$ cat config.mk
export PLATFORM = sky130hd
export DESIGN_NAME = pattern_streamer
export DESIGN_NICKNAME = d
export VERILOG_FILES = /design/src/hdl/streamer_pkg.sv /design/src/hdl/emu_regs.sv /design/src/hdl/loop_fifo.sv /design/src/hdl/stream_sequencer.sv /design/src/hdl/pattern_streamer.sv
export VERILOG_INCLUDE_DIRS = /design/src /design/src/hdl
export SDC_FILE = /design/constraint.sdc
export NUM_CORES = 1
export LEC_CHECK = 0
export BUFFER_PORTS_ARGS = -buffer_cell sky130_fd_sc_hd__buf_2
export CAP_MARGIN = 30
export CORE_ASPECT_RATIO = 1.1
export CORE_MARGIN = 2
export CORE_UTILIZATION = 25
export DETAILED_ROUTE_END_ITERATION = 8
export PLACE_DENSITY_LB_ADDON = 0.12
export SKIP_CTS_REPAIR_TIMING = 1
export SLEW_MARGIN = 20
export SYNTH_ARGS = -nofsm -noshare
export SYNTH_HDL_FRONTEND = slang
export SYNTH_HIERARCHICAL = 1
export SYNTH_SLANG_ARGS = --single-unit
export TNS_END_PERCENT = 20
$ cat constraint.sdc
create_clock -name clk -period 4.1 [get_ports clk]
set_input_delay 0.615 -clock clk [delete_from_list [all_inputs] [get_ports clk]]
set_output_delay 0.615 -clock clk [all_outputs]
set_load 0.02 [all_outputs]
$ cat src/hdl/streamer_settings.svh
// Build-time widths, depth, version and register map, included by the package and RTL
`ifndef STREAMER_SETTINGS_SVH
`define STREAMER_SETTINGS_SVH

// ======================================================================
// Data path sizing
// ======================================================================

// Bits in one pattern word
`define PATTERN_WIDTH 32

// Words held by each looping FIFO
`define PATTERN_DEPTH 16

// Bits in a register index on the host port
`define REG_INDEX_WIDTH 4

// Bump whenever the register map changes
`define MODULE_VERSION 32'd1

// ======================================================================
// Register map
// ======================================================================
`define REG_MODULE_REV 0
`define REG_FIFO_CTL   1
`define REG_LOAD_F0    2
`define REG_LOAD_F1    3
`define REG_START      4
`define REG_STAGE      5

`endif

$ cat src/hdl/streamer_pkg.sv
// Shared types for the pattern streamer, imported by every RTL module
`default_nettype none

`include "streamer_settings.svh"

package streamer_pkg;

   // ===================================================================
   // Basic words and counts
   // ===================================================================

   // One pattern word as it travels through a FIFO and out the stream
   typedef logic [`PATTERN_WIDTH-1:0] pattern_t;

   // Register index on the host port
   typedef logic [`REG_INDEX_WIDTH-1:0] reg_index_t;

   // Holds 0 up to and including a full FIFO
   typedef logic [$clog2(`PATTERN_DEPTH + 1)-1:0] fifo_count_t;

   // One-hot FIFO select
   // Bit 0 is FIFO 0, bit 1 is FIFO 1, zero is none
   typedef logic [1:0] fifo_sel_t;

   // Host port response codes
   typedef enum logic [1:0] {
      OKAY   = 2'd0,
      DECERR = 2'd3
   } resp_t;

   // ===================================================================
   // Write word decoding
   // ===================================================================

   // Control word at the FIFO control register, bit 0 is f0_clear
   typedef struct packed {
      logic [`PATTERN_WIDTH-5:0] reserved;
      logic                      f1_load;
      logic                      f0_load;
      logic                      f1_clear;
      logic                      f0_clear;
   } fifo_ctl_t;

   // Same write word seen as control bits or as a pattern
   typedef union packed {
      pattern_t  pattern;
      fifo_ctl_t ctl;
   } reg_word_u;

endpackage

`default_nettype wire

$ cat src/hdl/emu_regs.sv
// Host register block: decodes strobed writes into load, clear and start, returns read-back
`default_nettype none

`include "streamer_settings.svh"

module emu_regs (
   input  wire                      clk,
   input  wire                      resetn,
   // Write strobe port
   input  wire                      wr_strobe,
   input  wire streamer_pkg::reg_index_t  wr_index,
   input  wire streamer_pkg::reg_word_u   wr_data,
   output streamer_pkg::resp_t            wr_resp,
   // Read strobe port
   input  wire                      rd_strobe,
   input  wire streamer_pkg::reg_index_t  rd_index,
   output streamer_pkg::pattern_t         rd_data,
   output streamer_pkg::resp_t            rd_resp,
   // FIFO status
   input  wire streamer_pkg::fifo_count_t f0_count,
   input  wire streamer_pkg::fifo_count_t f1_count,
   input  wire streamer_pkg::fifo_sel_t   active,
   // FIFO control pulses
   output logic                     f0_load,
   output logic                     f1_load,
   output logic                     f0_clear,
   output logic                     f1_clear,
   output streamer_pkg::pattern_t         load_data,
   output streamer_pkg::fifo_sel_t        on_deck
);
   import streamer_pkg::*;

   // Word that a control-register load pushes into a FIFO
   pattern_t stage;

   // ===================================================================
   // Write decode
   // ===================================================================
   always_ff @(posedge clk) begin
      // Load and clear are single-cycle pulses
      f0_load  <= 1'b0;
      f1_load  <= 1'b0;
      f0_clear <= 1'b0;
      f1_clear <= 1'b0;

      if (!resetn) begin
         wr_resp <= OKAY;
         on_deck <= '0;
      end else if (wr_strobe) begin
         wr_resp <= OKAY;
         case (wr_index)
            // Version is read-only, write accepted and dropped
            `REG_MODULE_REV: ;

            // A playing FIFO ignores both load and clear
            `REG_FIFO_CTL: begin
               f0_clear <= wr_data.ctl.f0_clear & ~active[0];
               f1_clear <= wr_data.ctl.f1_clear & ~active[1];
               f0_load  <= wr_data.ctl.f0_load  & ~active[0];
               f1_load  <= wr_data.ctl.f1_load  & ~active[1];
            end

            // Immediate loads
            `REG_LOAD_F0: f0_load <= ~active[0];
            `REG_LOAD_F1: f1_load <= ~active[1];

            // Only one FIFO at a time, and never an empty one
            `REG_START: begin
               case (wr_data.pattern[1:0])
                  2'b00: on_deck <= '0;
                  2'b01: if (f0_count != '0) on_deck <= 2'b01;
                  2'b10: if (f1_count != '0) on_deck <= 2'b10;
                  default: ;
               endcase
            end

            `REG_STAGE: ;

            default: wr_resp <= DECERR;
         endcase
      end
   end

   // Staging word and the word carried with a load pulse
   always_ff @(posedge clk) begin
      if (wr_strobe) begin
         case (wr_index)
            `REG_FIFO_CTL: load_data <= stage;
            `REG_LOAD_F0:  load_data <= wr_data.pattern;
            `REG_LOAD_F1:  load_data <= wr_data.pattern;
            `REG_STAGE:    stage     <= wr_data.pattern;
            default: ;
         endcase
      end
   end

   // ===================================================================
   // Read-back
   // ===================================================================
   always_ff @(posedge clk) begin
      if (!resetn) begin
         rd_data <= '0;
         rd_resp <= OKAY;
      end else if (rd_strobe) begin
         rd_resp <= OKAY;
         case (rd_index)
            `REG_MODULE_REV: rd_data <= `MODULE_VERSION;
            // Control bits are strobes, nothing to return
            `REG_FIFO_CTL:   rd_data <= '0;
            `REG_LOAD_F0:    rd_data <= pattern_t'(f0_count);
            `REG_LOAD_F1:    rd_data <= pattern_t'(f1_count);
            // Reports what is playing, not what is on deck
            `REG_START:      rd_data <= pattern_t'(active);
            `REG_STAGE:      rd_data <= stage;
            default: begin
               rd_data <= '0;
               rd_resp <= DECERR;
            end
         endcase
      end
   end

endmodule

`default_nettype wire

$ cat src/hdl/loop_fifo.sv
// Circular pattern buffer; a pop recirculates the head word to the tail so contents loop
`default_nettype none

`include "streamer_settings.svh"

module loop_fifo #(
   parameter int depth = `PATTERN_DEPTH
) (
   input  wire                            clk,
   input  wire                            resetn,
   input  wire                            clear,
   input  wire                            load,
   input  wire streamer_pkg::pattern_t    load_data,
   input  wire                            pop,
   output streamer_pkg::pattern_t         head,
   output streamer_pkg::fifo_count_t      count
);
   import streamer_pkg::*;

   localparam int ptr_w = $clog2(depth);

   pattern_t         mem [depth];
   logic [ptr_w-1:0] head_ptr;
   logic [ptr_w-1:0] tail_ptr;
   logic             pop_ok;
   logic             load_ok;

   // Pointer wrap for depths that are not a power of two
   function automatic logic [ptr_w-1:0] next_ptr(input logic [ptr_w-1:0] ptr);
      return (ptr == ptr_w'(depth - 1)) ? '0 : ptr + 1'b1;
   endfunction

   // Pop wins over a colliding load, both share the tail slot
   assign pop_ok  = pop && (count != '0);
   assign load_ok = load && !pop_ok && (count != fifo_count_t'(depth));

   assign head = mem[head_ptr];

   // Storage
   always_ff @(posedge clk) begin
      if (pop_ok)
         mem[tail_ptr] <= mem[head_ptr];
      else if (load_ok)
         mem[tail_ptr] <= load_data;
   end

   // Pointers and occupancy
   always_ff @(posedge clk) begin
      if (!resetn || clear) begin
         head_ptr <= '0;
         tail_ptr <= '0;
         count    <= '0;
      end else if (pop_ok) begin
         // Word moves head to tail, occupancy unchanged
         head_ptr <= next_ptr(head_ptr);
         tail_ptr <= next_ptr(tail_ptr);
      end else if (load_ok) begin
         tail_ptr <= next_ptr(tail_ptr);
         count    <= count + 1'b1;
      end
   end

endmodule

`default_nettype wire

$ cat src/hdl/stream_sequencer.sv
// Output sequencer: plays the on-deck FIFO pass by pass over a valid/ready stream
`default_nettype none

module stream_sequencer (
   input  wire                            clk,
   input  wire                            resetn,
   input  wire streamer_pkg::fifo_sel_t   on_deck,
   input  wire streamer_pkg::fifo_count_t f0_count,
   input  wire streamer_pkg::fifo_count_t f1_count,
   input  wire streamer_pkg::pattern_t    f0_head,
   input  wire streamer_pkg::pattern_t    f1_head,
   output streamer_pkg::fifo_sel_t        active,
   output logic                           f0_pop,
   output logic                           f1_pop,
   // Output stream
   output streamer_pkg::pattern_t         tdata,
   output logic                           tvalid,
   input  wire                            tready
);
   import streamer_pkg::*;

   // Transfers left in the current pass
   fifo_count_t remaining;

   logic xfer;
   logic pass_end;
   logic start_f0;
   logic start_f1;

   assign xfer     = tvalid & tready;
   assign pass_end = xfer && (remaining == fifo_count_t'(1));

   // On-deck FIFO only counts if it holds something
   assign start_f0 = (on_deck == 2'b01) && (f0_count != '0);
   assign start_f1 = (on_deck == 2'b10) && (f1_count != '0);

   // Head of the active FIFO drives the stream
   // Held stable until the transfer since loads are blocked while active
   always_comb begin
      case (active)
         2'b01:   tdata = f0_head;
         2'b10:   tdata = f1_head;
         default: tdata = '0;
      endcase
   end

   // Pop only on a real transfer
   assign f0_pop = xfer & active[0];
   assign f1_pop = xfer & active[1];

   // ===================================================================
   // Selection and pass counting
   // ===================================================================
   always_ff @(posedge clk) begin
      if (!resetn) begin
         active    <= '0;
         tvalid    <= 1'b0;
         remaining <= '0;
      end else if (!tvalid || pass_end) begin
         // Idle or at a pass boundary, pick up on_deck with no gap
         if (start_f0) begin
            active    <= 2'b01;
            remaining <= f0_count;
            tvalid    <= 1'b1;
         end else if (start_f1) begin
            active    <= 2'b10;
            remaining <= f1_count;
            tvalid    <= 1'b1;
         end else begin
            active <= '0;
            tvalid <= 1'b0;
         end
      end else if (xfer) begin
         remaining <= remaining - 1'b1;
      end
      // Back-pressure leaves everything held
   end

endmodule

`default_nettype wire

$ cat src/hdl/pattern_streamer.sv
// Top of the pattern streamer: register block, two looping FIFOs and the output sequencer
`default_nettype none

`include "streamer_settings.svh"

module pattern_streamer (
   input  wire                            clk,
   input  wire                            resetn,
   // Host register port
   input  wire                            wr_strobe,
   input  wire streamer_pkg::reg_index_t  wr_index,
   input  wire streamer_pkg::reg_word_u   wr_data,
   output streamer_pkg::resp_t            wr_resp,
   input  wire                            rd_strobe,
   input  wire streamer_pkg::reg_index_t  rd_index,
   output streamer_pkg::pattern_t         rd_data,
   output streamer_pkg::resp_t            rd_resp,
   // Output stream
   output streamer_pkg::pattern_t         tdata,
   output logic                           tvalid,
   input  wire                            tready,
   // High while any FIFO is playing
   output logic                           enable
);
   import streamer_pkg::*;

   // ===================================================================
   // Internal connections
   // ===================================================================
   logic        f0_load;
   logic        f1_load;
   logic        f0_clear;
   logic        f1_clear;
   logic        f0_pop;
   logic        f1_pop;
   pattern_t    load_data;
   pattern_t    f0_head;
   pattern_t    f1_head;
   fifo_count_t f0_count;
   fifo_count_t f1_count;
   fifo_sel_t   on_deck;
   fifo_sel_t   active;

   assign enable = |active;

   emu_regs regs0 (
      .clk       (clk),
      .resetn    (resetn),
      .wr_strobe (wr_strobe),
      .wr_index  (wr_index),
      .wr_data   (wr_data),
      .wr_resp   (wr_resp),
      .rd_strobe (rd_strobe),
      .rd_index  (rd_index),
      .rd_data   (rd_data),
      .rd_resp   (rd_resp),
      .f0_count  (f0_count),
      .f1_count  (f1_count),
      .active    (active),
      .f0_load   (f0_load),
      .f1_load   (f1_load),
      .f0_clear  (f0_clear),
      .f1_clear  (f1_clear),
      .load_data (load_data),
      .on_deck   (on_deck)
   );

   // Both FIFOs share the load word, the pulses pick the target
   loop_fifo #(.depth(`PATTERN_DEPTH)) fifo_0 (
      .clk       (clk),
      .resetn    (resetn),
      .clear     (f0_clear),
      .load      (f0_load),
      .load_data (load_data),
      .pop       (f0_pop),
      .head      (f0_head),
      .count     (f0_count)
   );

   loop_fifo #(.depth(`PATTERN_DEPTH)) fifo_1 (
      .clk       (clk),
      .resetn    (resetn),
      .clear     (f1_clear),
      .load      (f1_load),
      .load_data (load_data),
      .pop       (f1_pop),
      .head      (f1_head),
      .count     (f1_count)
   );

   stream_sequencer seq0 (
      .clk      (clk),
      .resetn   (resetn),
      .on_deck  (on_deck),
      .f0_count (f0_count),
      .f1_count (f1_count),
      .f0_head  (f0_head),
      .f1_head  (f1_head),
      .active   (active),
      .f0_pop   (f0_pop),
      .f1_pop   (f1_pop),
      .tdata    (tdata),
      .tvalid   (tvalid),
      .tready   (tready)
   );

endmodule

`default_nettype wire

Word-level counts from Yosys, hierarchy flattened
Memory sizes are Yosys's and may differ from the RTL's. A register that Yosys moved wholly into a read port is not among the register bits.
Index checks and enable logic that the tools add are counted.
{"block": "word_totals", "reg_bits": 140, "ram_bits": 1024, "inputBits": 45, "out_inout_bits": 70, "elab_cells": 147, "n_memories": 2}
{"memory": "fifo_0.mem", "depth": 16, "width": 32, "rd": 1, "rd_clocked_by_memory_dff": 1, "wr": 1, "line_no": "loop_fifo.sv:22", "rtl": "pattern_t mem [depth];"}
{"memory": "fifo_1.mem", "depth": 16, "width": 32, "rd": 1, "rd_clocked_by_memory_dff": 1, "wr": 1, "line_no": "loop_fifo.sv:22"}
{"block": "op_classes", "n_addsub": 7, "n_eq_ne": 26, "muxes": 42, "bitwise": 13, "n_reduce_logical": 38}
{"operator": "$pmux W32 S5", "n": 1}
{"operator": "$pmux W32 S2", "n": 2}
{"operator": "$mux W32", "n": 2}
{"operator": "$mux W4", "n": 12}
{"operator": "$mux W5", "n": 4}
{"operator": "$add A4 B1 Y4 const B", "n": 4}
{"operator": "$eq A4 B2 Y1 const B", "n": 4}
{"operator": "$eq A4 B3 Y1 const B", "n": 4}
{"operator": "$eq A4 B4 Y1 const B", "n": 4}
{"operator": "$mux W1", "n": 12}
{"operator": "$mux W2", "n": 6}
{"operator": "$reduce_and A2 Y1", "n": 6}
{"operator": "$reduce_or A6 Y1", "n": 2}
{"operator": "$add A5 B1 Y5 const B", "n": 2}
{"operator": "$ne A5 B5 Y1 const B", "n": 2}
{"operator": "$reduce_bool A5 Y1", "n": 2}
{"operator": "$logic_and A1 B1 Y1", "n": 9}
{"operator": "$eq A4 B1 Y1 const B", "n": 2}
{"operator": "$logic_not A4 Y1", "n": 2}
{"operator": "$reduce_bool A2 Y1", "n": 4}
{"operator": "$and A1 B1 Y1", "n": 7}
{"operator": "$eq A2 B1 Y1 const B", "n": 3}
{"operator": "$eq A2 B2 Y1 const B", "n": 3}
{"operator": "$pmux W2 S3", "n": 1}
{"operator": "other kinds (14)", "n": 26}

Logic depth before layout (Yosys ltp)
{"block": "logic_depth", "depth_word": 10, "mapped_depth": 9, "ltp_nobuf": 7}

By module
Netlist, hierarchy kept.
{"module": "loop_fifo (fifo_1)", "instances": 1, "cells_each": 1001, "area_each_um2": 20810.0}
{"module": "loop_fifo (fifo_0)", "instances": 1, "cells_each": 999, "area_each_um2": 20582.2}
{"module": "emu_regs", "instances": 1, "cells_each": 300, "area_each_um2": 4023.9}
{"module": "stream_sequencer", "instances": 1, "cells_each": 143, "area_each_um2": 1007.2}
{"module": "pattern_streamer", "instances": 1, "cells_each": 1, "area_each_um2": 6.3}

Worst setup path before layout
Ideal clock, no wire load.
{"block": "synth_timing", "kind": "reg2reg", "from": "reg seq0.tvalid", "to": "mem fifo_1/mem[0][0] in the netlist's numbering (enable)", "arrival_ns": 3.577, "t_required_ns": 3.639, "path_slack_ns": 0.062, "path_stages_with_launch": 6, "n_path_buf": 0, "period_less_slack_ns": 4.038, "cell_sequence": "dfxtp_1 -> and3_1 -> mux2_2 -> o21a_1 -> nand2_1 -> nor3_1"}
{"block": "synth_via", "elab_chain_cells": 10, "elab_cells_between_ends": 12, "cone_classes": "5 x mux; 3 x bitwise; 4 x reduce/logical"}
{"element": "start, declared", "line_no": "stream_sequencer.sv:17", "rtl": "output logic tvalid,"}
{"element": "start signal, assigned", "line_no": "stream_sequencer.sv:57", "rtl": "tvalid <= 1'b0;"}
{"element": "start signal, assigned", "line_no": "stream_sequencer.sv:64", "rtl": "tvalid <= 1'b1;"}
{"element": "start signal, assigned", "line_no": "stream_sequencer.sv:68", "rtl": "tvalid <= 1'b1;"}
{"element": "$and A1 B1 Y1 *", "line_no": "stream_sequencer.sv:30", "rtl": "assign xfer = tvalid & tready;"}
{"element": "$and A1 B1 Y1 *", "line_no": "stream_sequencer.sv:49", "rtl": "assign f1_pop = xfer & active[1];"}
{"element": "named net f1_pop", "line_no": "pattern_streamer.sv:35", "rtl": "logic f1_pop;"}
{"element": "$logic_and A1 B1 Y1 *", "line_no": "loop_fifo.sv:34", "rtl": "assign pop_ok = pop && (count != '0);"}
{"element": "$logic_not A1 Y1", "line_no": "loop_fifo.sv:35", "rtl": "assign load_ok = load && !pop_ok && (count != fifo_count_t'(depth));"}
{"element": "$logic_and A1 B1 Y1 (2 in a row)", "line_no": "loop_fifo.sv:35"}
{"element": "$mux W1", "line_no": "loop_fifo.sv:43", "rtl": "else if (load_ok)"}
{"element": "$mux W1", "line_no": "loop_fifo.sv:41", "rtl": "if (pop_ok)"}
{"element": "$mux W1 (not written as such)", "line_no": "loop_fifo.sv:44", "rtl": "mem[tail_ptr] <= load_data;"}
{"element": "$or A1 B1 Y1 (no source line) *"}
{"element": "end, declared", "line_no": "loop_fifo.sv:22"}
Mark *: on every way through the listed nets, which the timed path passes. The rest lies on a longest branch.

==> impl_metrics.yaml <==
sta:
  max_freq_mhz: 251
  fin_setup_tns_ns: 0
  fin_skew_ns: 0.0378
  period_minus_slack_ns: 3.98
  postLayoutSetupSlackWorst_ns: 0.120
  slew_violations: 0
  tightestPinTransition_ns: 1.04
  finalHoldViolations: 0
  hold-worst-slack_ns: 0.0450
  setup_viol: 0
  maxSlewHeadroom_pct: 29.7
  post-route-period-util_pct: 97.1
  rsz0062_at_grt: "true"
floorplan:
  rows: 165
  start_util_pct: 25.2
  dieArea_sq_um: 189000
  core_sq_um: 184000
  io_pins: 115
  die_h_um: 456
  die_w_um: 415
worst_setup_path:
  cp-end-kind: "output port"
  reg2reg_slack_ns: 1.02
  critical_path_arrival_ns: 3.36
  worstSetupPathType: "flip-flop to output port"
  crit_fanout: 24
  crit_path_start_kind: "flip-flop"
  cp.required_ns: 3.48
  rr_startpoint: "seq0/tvalid"
  ff2ff_path_depth: 6
  reg2reg_to: "fifo_0/mem[10][14]"
placement:
  detailed_place_hpwl_um: 84500
  place_ws_ns: 0.620
  place_area_sq_um: 50800
  gp_congestion: 0.767
  io_buffers: 114
drt:
  firstDrtPassIters: 5
  vias: 24100
  routed_wl_um: 138000
  drt-initial-drc-count: 1754
  routedWlPerCell_um: 26.5
  vias_per_cell: 4.63
  ant_nets: 0
  drc_errors: 0
cells_and_area:
  design_area_sq_um: 55500
  drive_gt1_share_pct: 31.8
  layout.nets: 2748
  area_growth_pct: 19.5
min_path:
  min-delay-start: "wr_data[7]"
  min_path_cells: 1
  min_path_type: "input pin to flip-flop"
  hold_end: "regs0/stage[7]"
yosys:
  synth_nets: 2507
  yosys-top-cells-count: "edfxtp_1, mux4_2, mux2_2, nor2_1, a22oi_1"
  syn_inst: 2444
  synth_top_area_share_pct: 70.4
  synth.most_common_cell: "edfxtp_1"
  syn_area_sq_um: 46400
  ys_ff_latch: 1170
  synthFlopType: "edfxtp_1"
  yosysUniqueCellTypes: 74
  ys_top_cells_by_area: "edfxtp_1, mux4_2, mux2_2, dfxtp_1, mux2i_1"
  seq_area_frac_synth_pct: 73.9
  synthArstFlopShare_pct: 0
  yosysTopAreaCell: "edfxtp_1"
  synth_edf_count: 1088
  yosys_warnings: 6
  syn_area_per_cell_sq_um: 19.0
cts:
  cts_tree: "yes"
  cts_root_buf: "clkbuf_16"
  path_clk_slew_ns: 0.06
  clk_path_buf_depth: 3
  numCtsBuffers: 135
  clkLatencyLatePin_ns: 0.77
  cts-htree-levels: 4
  cts.sinks: 1170
grt:
  antenna_found_initial: 16
  grt_remaining_overflow: 0
  grt_pass1_wl_um: 194000
  grt_max_degree: 55
  grt_pass1_vias: 25600
  grt_use_total_pct: 14.4
flow_run:
  cap_viol_max_count: 0
power_and_ir_drop:
  leakagePower_nw: 17.5
  p_per_area_nw_per_um2: 448
  vdd_ir_drop_max_v: 0.000366
outcome:
  status: "finished, final reports clean"
[cell usage in the layout (no fill, tap or decap), types with 5 or more instances in the layout]
cell type / count
nor2_4: 24
clkbuf_8: 5
dfxtp_4: 5
o31ai_1: 5
inv_1: 25
mux4_2: 192
nand2_1: 26
buf_2: 114
a21o_1: 66
o22ai_1: 64
mux2i_1: 71
o21ai_2: 21
a22oi_1: 80
buf_4: 83
o21ai_0: 42
nor3_2: 8
clkinv_2: 17
a21oi_1: 51
dfxtp_1: 74
nor2b_1: 36
clkbuf_1: 29
nor3_1: 8
nor2_1: 82
edfxtp_1: 1088
nand4_1: 5
and2_1: 5
clkinv_1: 26
o21ai_1: 15
buf_12: 33
ha_1: 16
bufinv_16: 7
a22oi_2: 19
or4_1: 5
mux2_2: 162
clkbuf_16: 143
nand2b_1: 9
dlygate4sd3_1: 10
[cells by family after synthesis]
| kind of cell | after synthesis | synth area share (%) |
|---|---|---|
| flip-flops | 1170 | 73.9 |
| multiplexers | 430 | 14.9 |
| AO/OA/AOI/OAI | 405 | 6.20 |
| AND/OR/NAND/NOR | 244 | 2.63 |
| buffers and inverters | 172 | 1.79 |
| adder cells (fa/ha/maj) | 18 | 0.485 |
| XOR/XNOR | 5 | 0.0943 |
[worst max-delay path by stage]
stage / start / endpoint
2_1_floorplan: seq0/tvalid / fifo_1/mem[0][0]
3_3_place_gp: flip-flop / tdata[26]
3_5_place_dp: flip-flop / tdata[26]
4_1_cts: flip-flop / tdata[26]
5_1_grt: flip-flop / tdata[16]
6_report: flip-flop / tdata[0]
[metrics by stage]
step                power [mW]  utilization [%]  std cells
global route              25.7             30.1       5208
CTS                       25.2             29.9       5180
global placement          13.4             27.6       4941
floorplan                 13.3                -       2444
detailed placement        13.4             27.6       4942
finish                    24.8             30.1       5210
[layout make-up]
type	instances	area (sq um)
tap	2421	3030
antenna	3	7.51
clock inverter	61	542
timing repair buffer	250	2120
inverter	26	97.6
fill	18000	129000
sequential	1170	34300
multi-input combinational	1102	11600
clock buffer	177	3760
[sequential cells by signal (all words and copies together), names as in the netlist, 2 cells and up, named ones only]
register,flops
seq0/active,2
seq0/remaining,5
fifo_0/head_ptr,4
fifo_0/count,5
fifo_1/head_ptr,4
regs0/rd_data,32
fifo_1/count,5
fifo_0/mem,512
fifo_0/tail_ptr,4
fifo_1/tail_ptr,4
regs0/load_data,32
regs0/stage,32
fifo_1/mem,512
regs0/on_deck,2
[worst max-delay path, cell delays in order, from the launching register on]
cell	delay (ns)
dfxtp_4	0.57
buf_12	0.26
buf_12	0.18
mux2_2	0.34
o22ai_1	0.30
o21ai_2	0.23
a22oi_1	0.42
nor2_1	0.11
buf_2	0.18
[power breakdown]
part	switching (mW)	internal [mW]
registers	0.0155	12.9
clock network	4.83	6.88
logic	0.133	0.0657
[per-layer routing]
layer / share of wire, % / vias to the layer above / GRT usage, %
li1: - / 10500 / -
met1: 42 / 13000 / 17.7
met2: 51 / 512 / 25.4
met3: 4.0 / 184 / 2.52
met4: 3.0 / 4 / 5.25
met5: 0.020 / - / 0
Note: power is estimated with default switching activity, not from simulation.
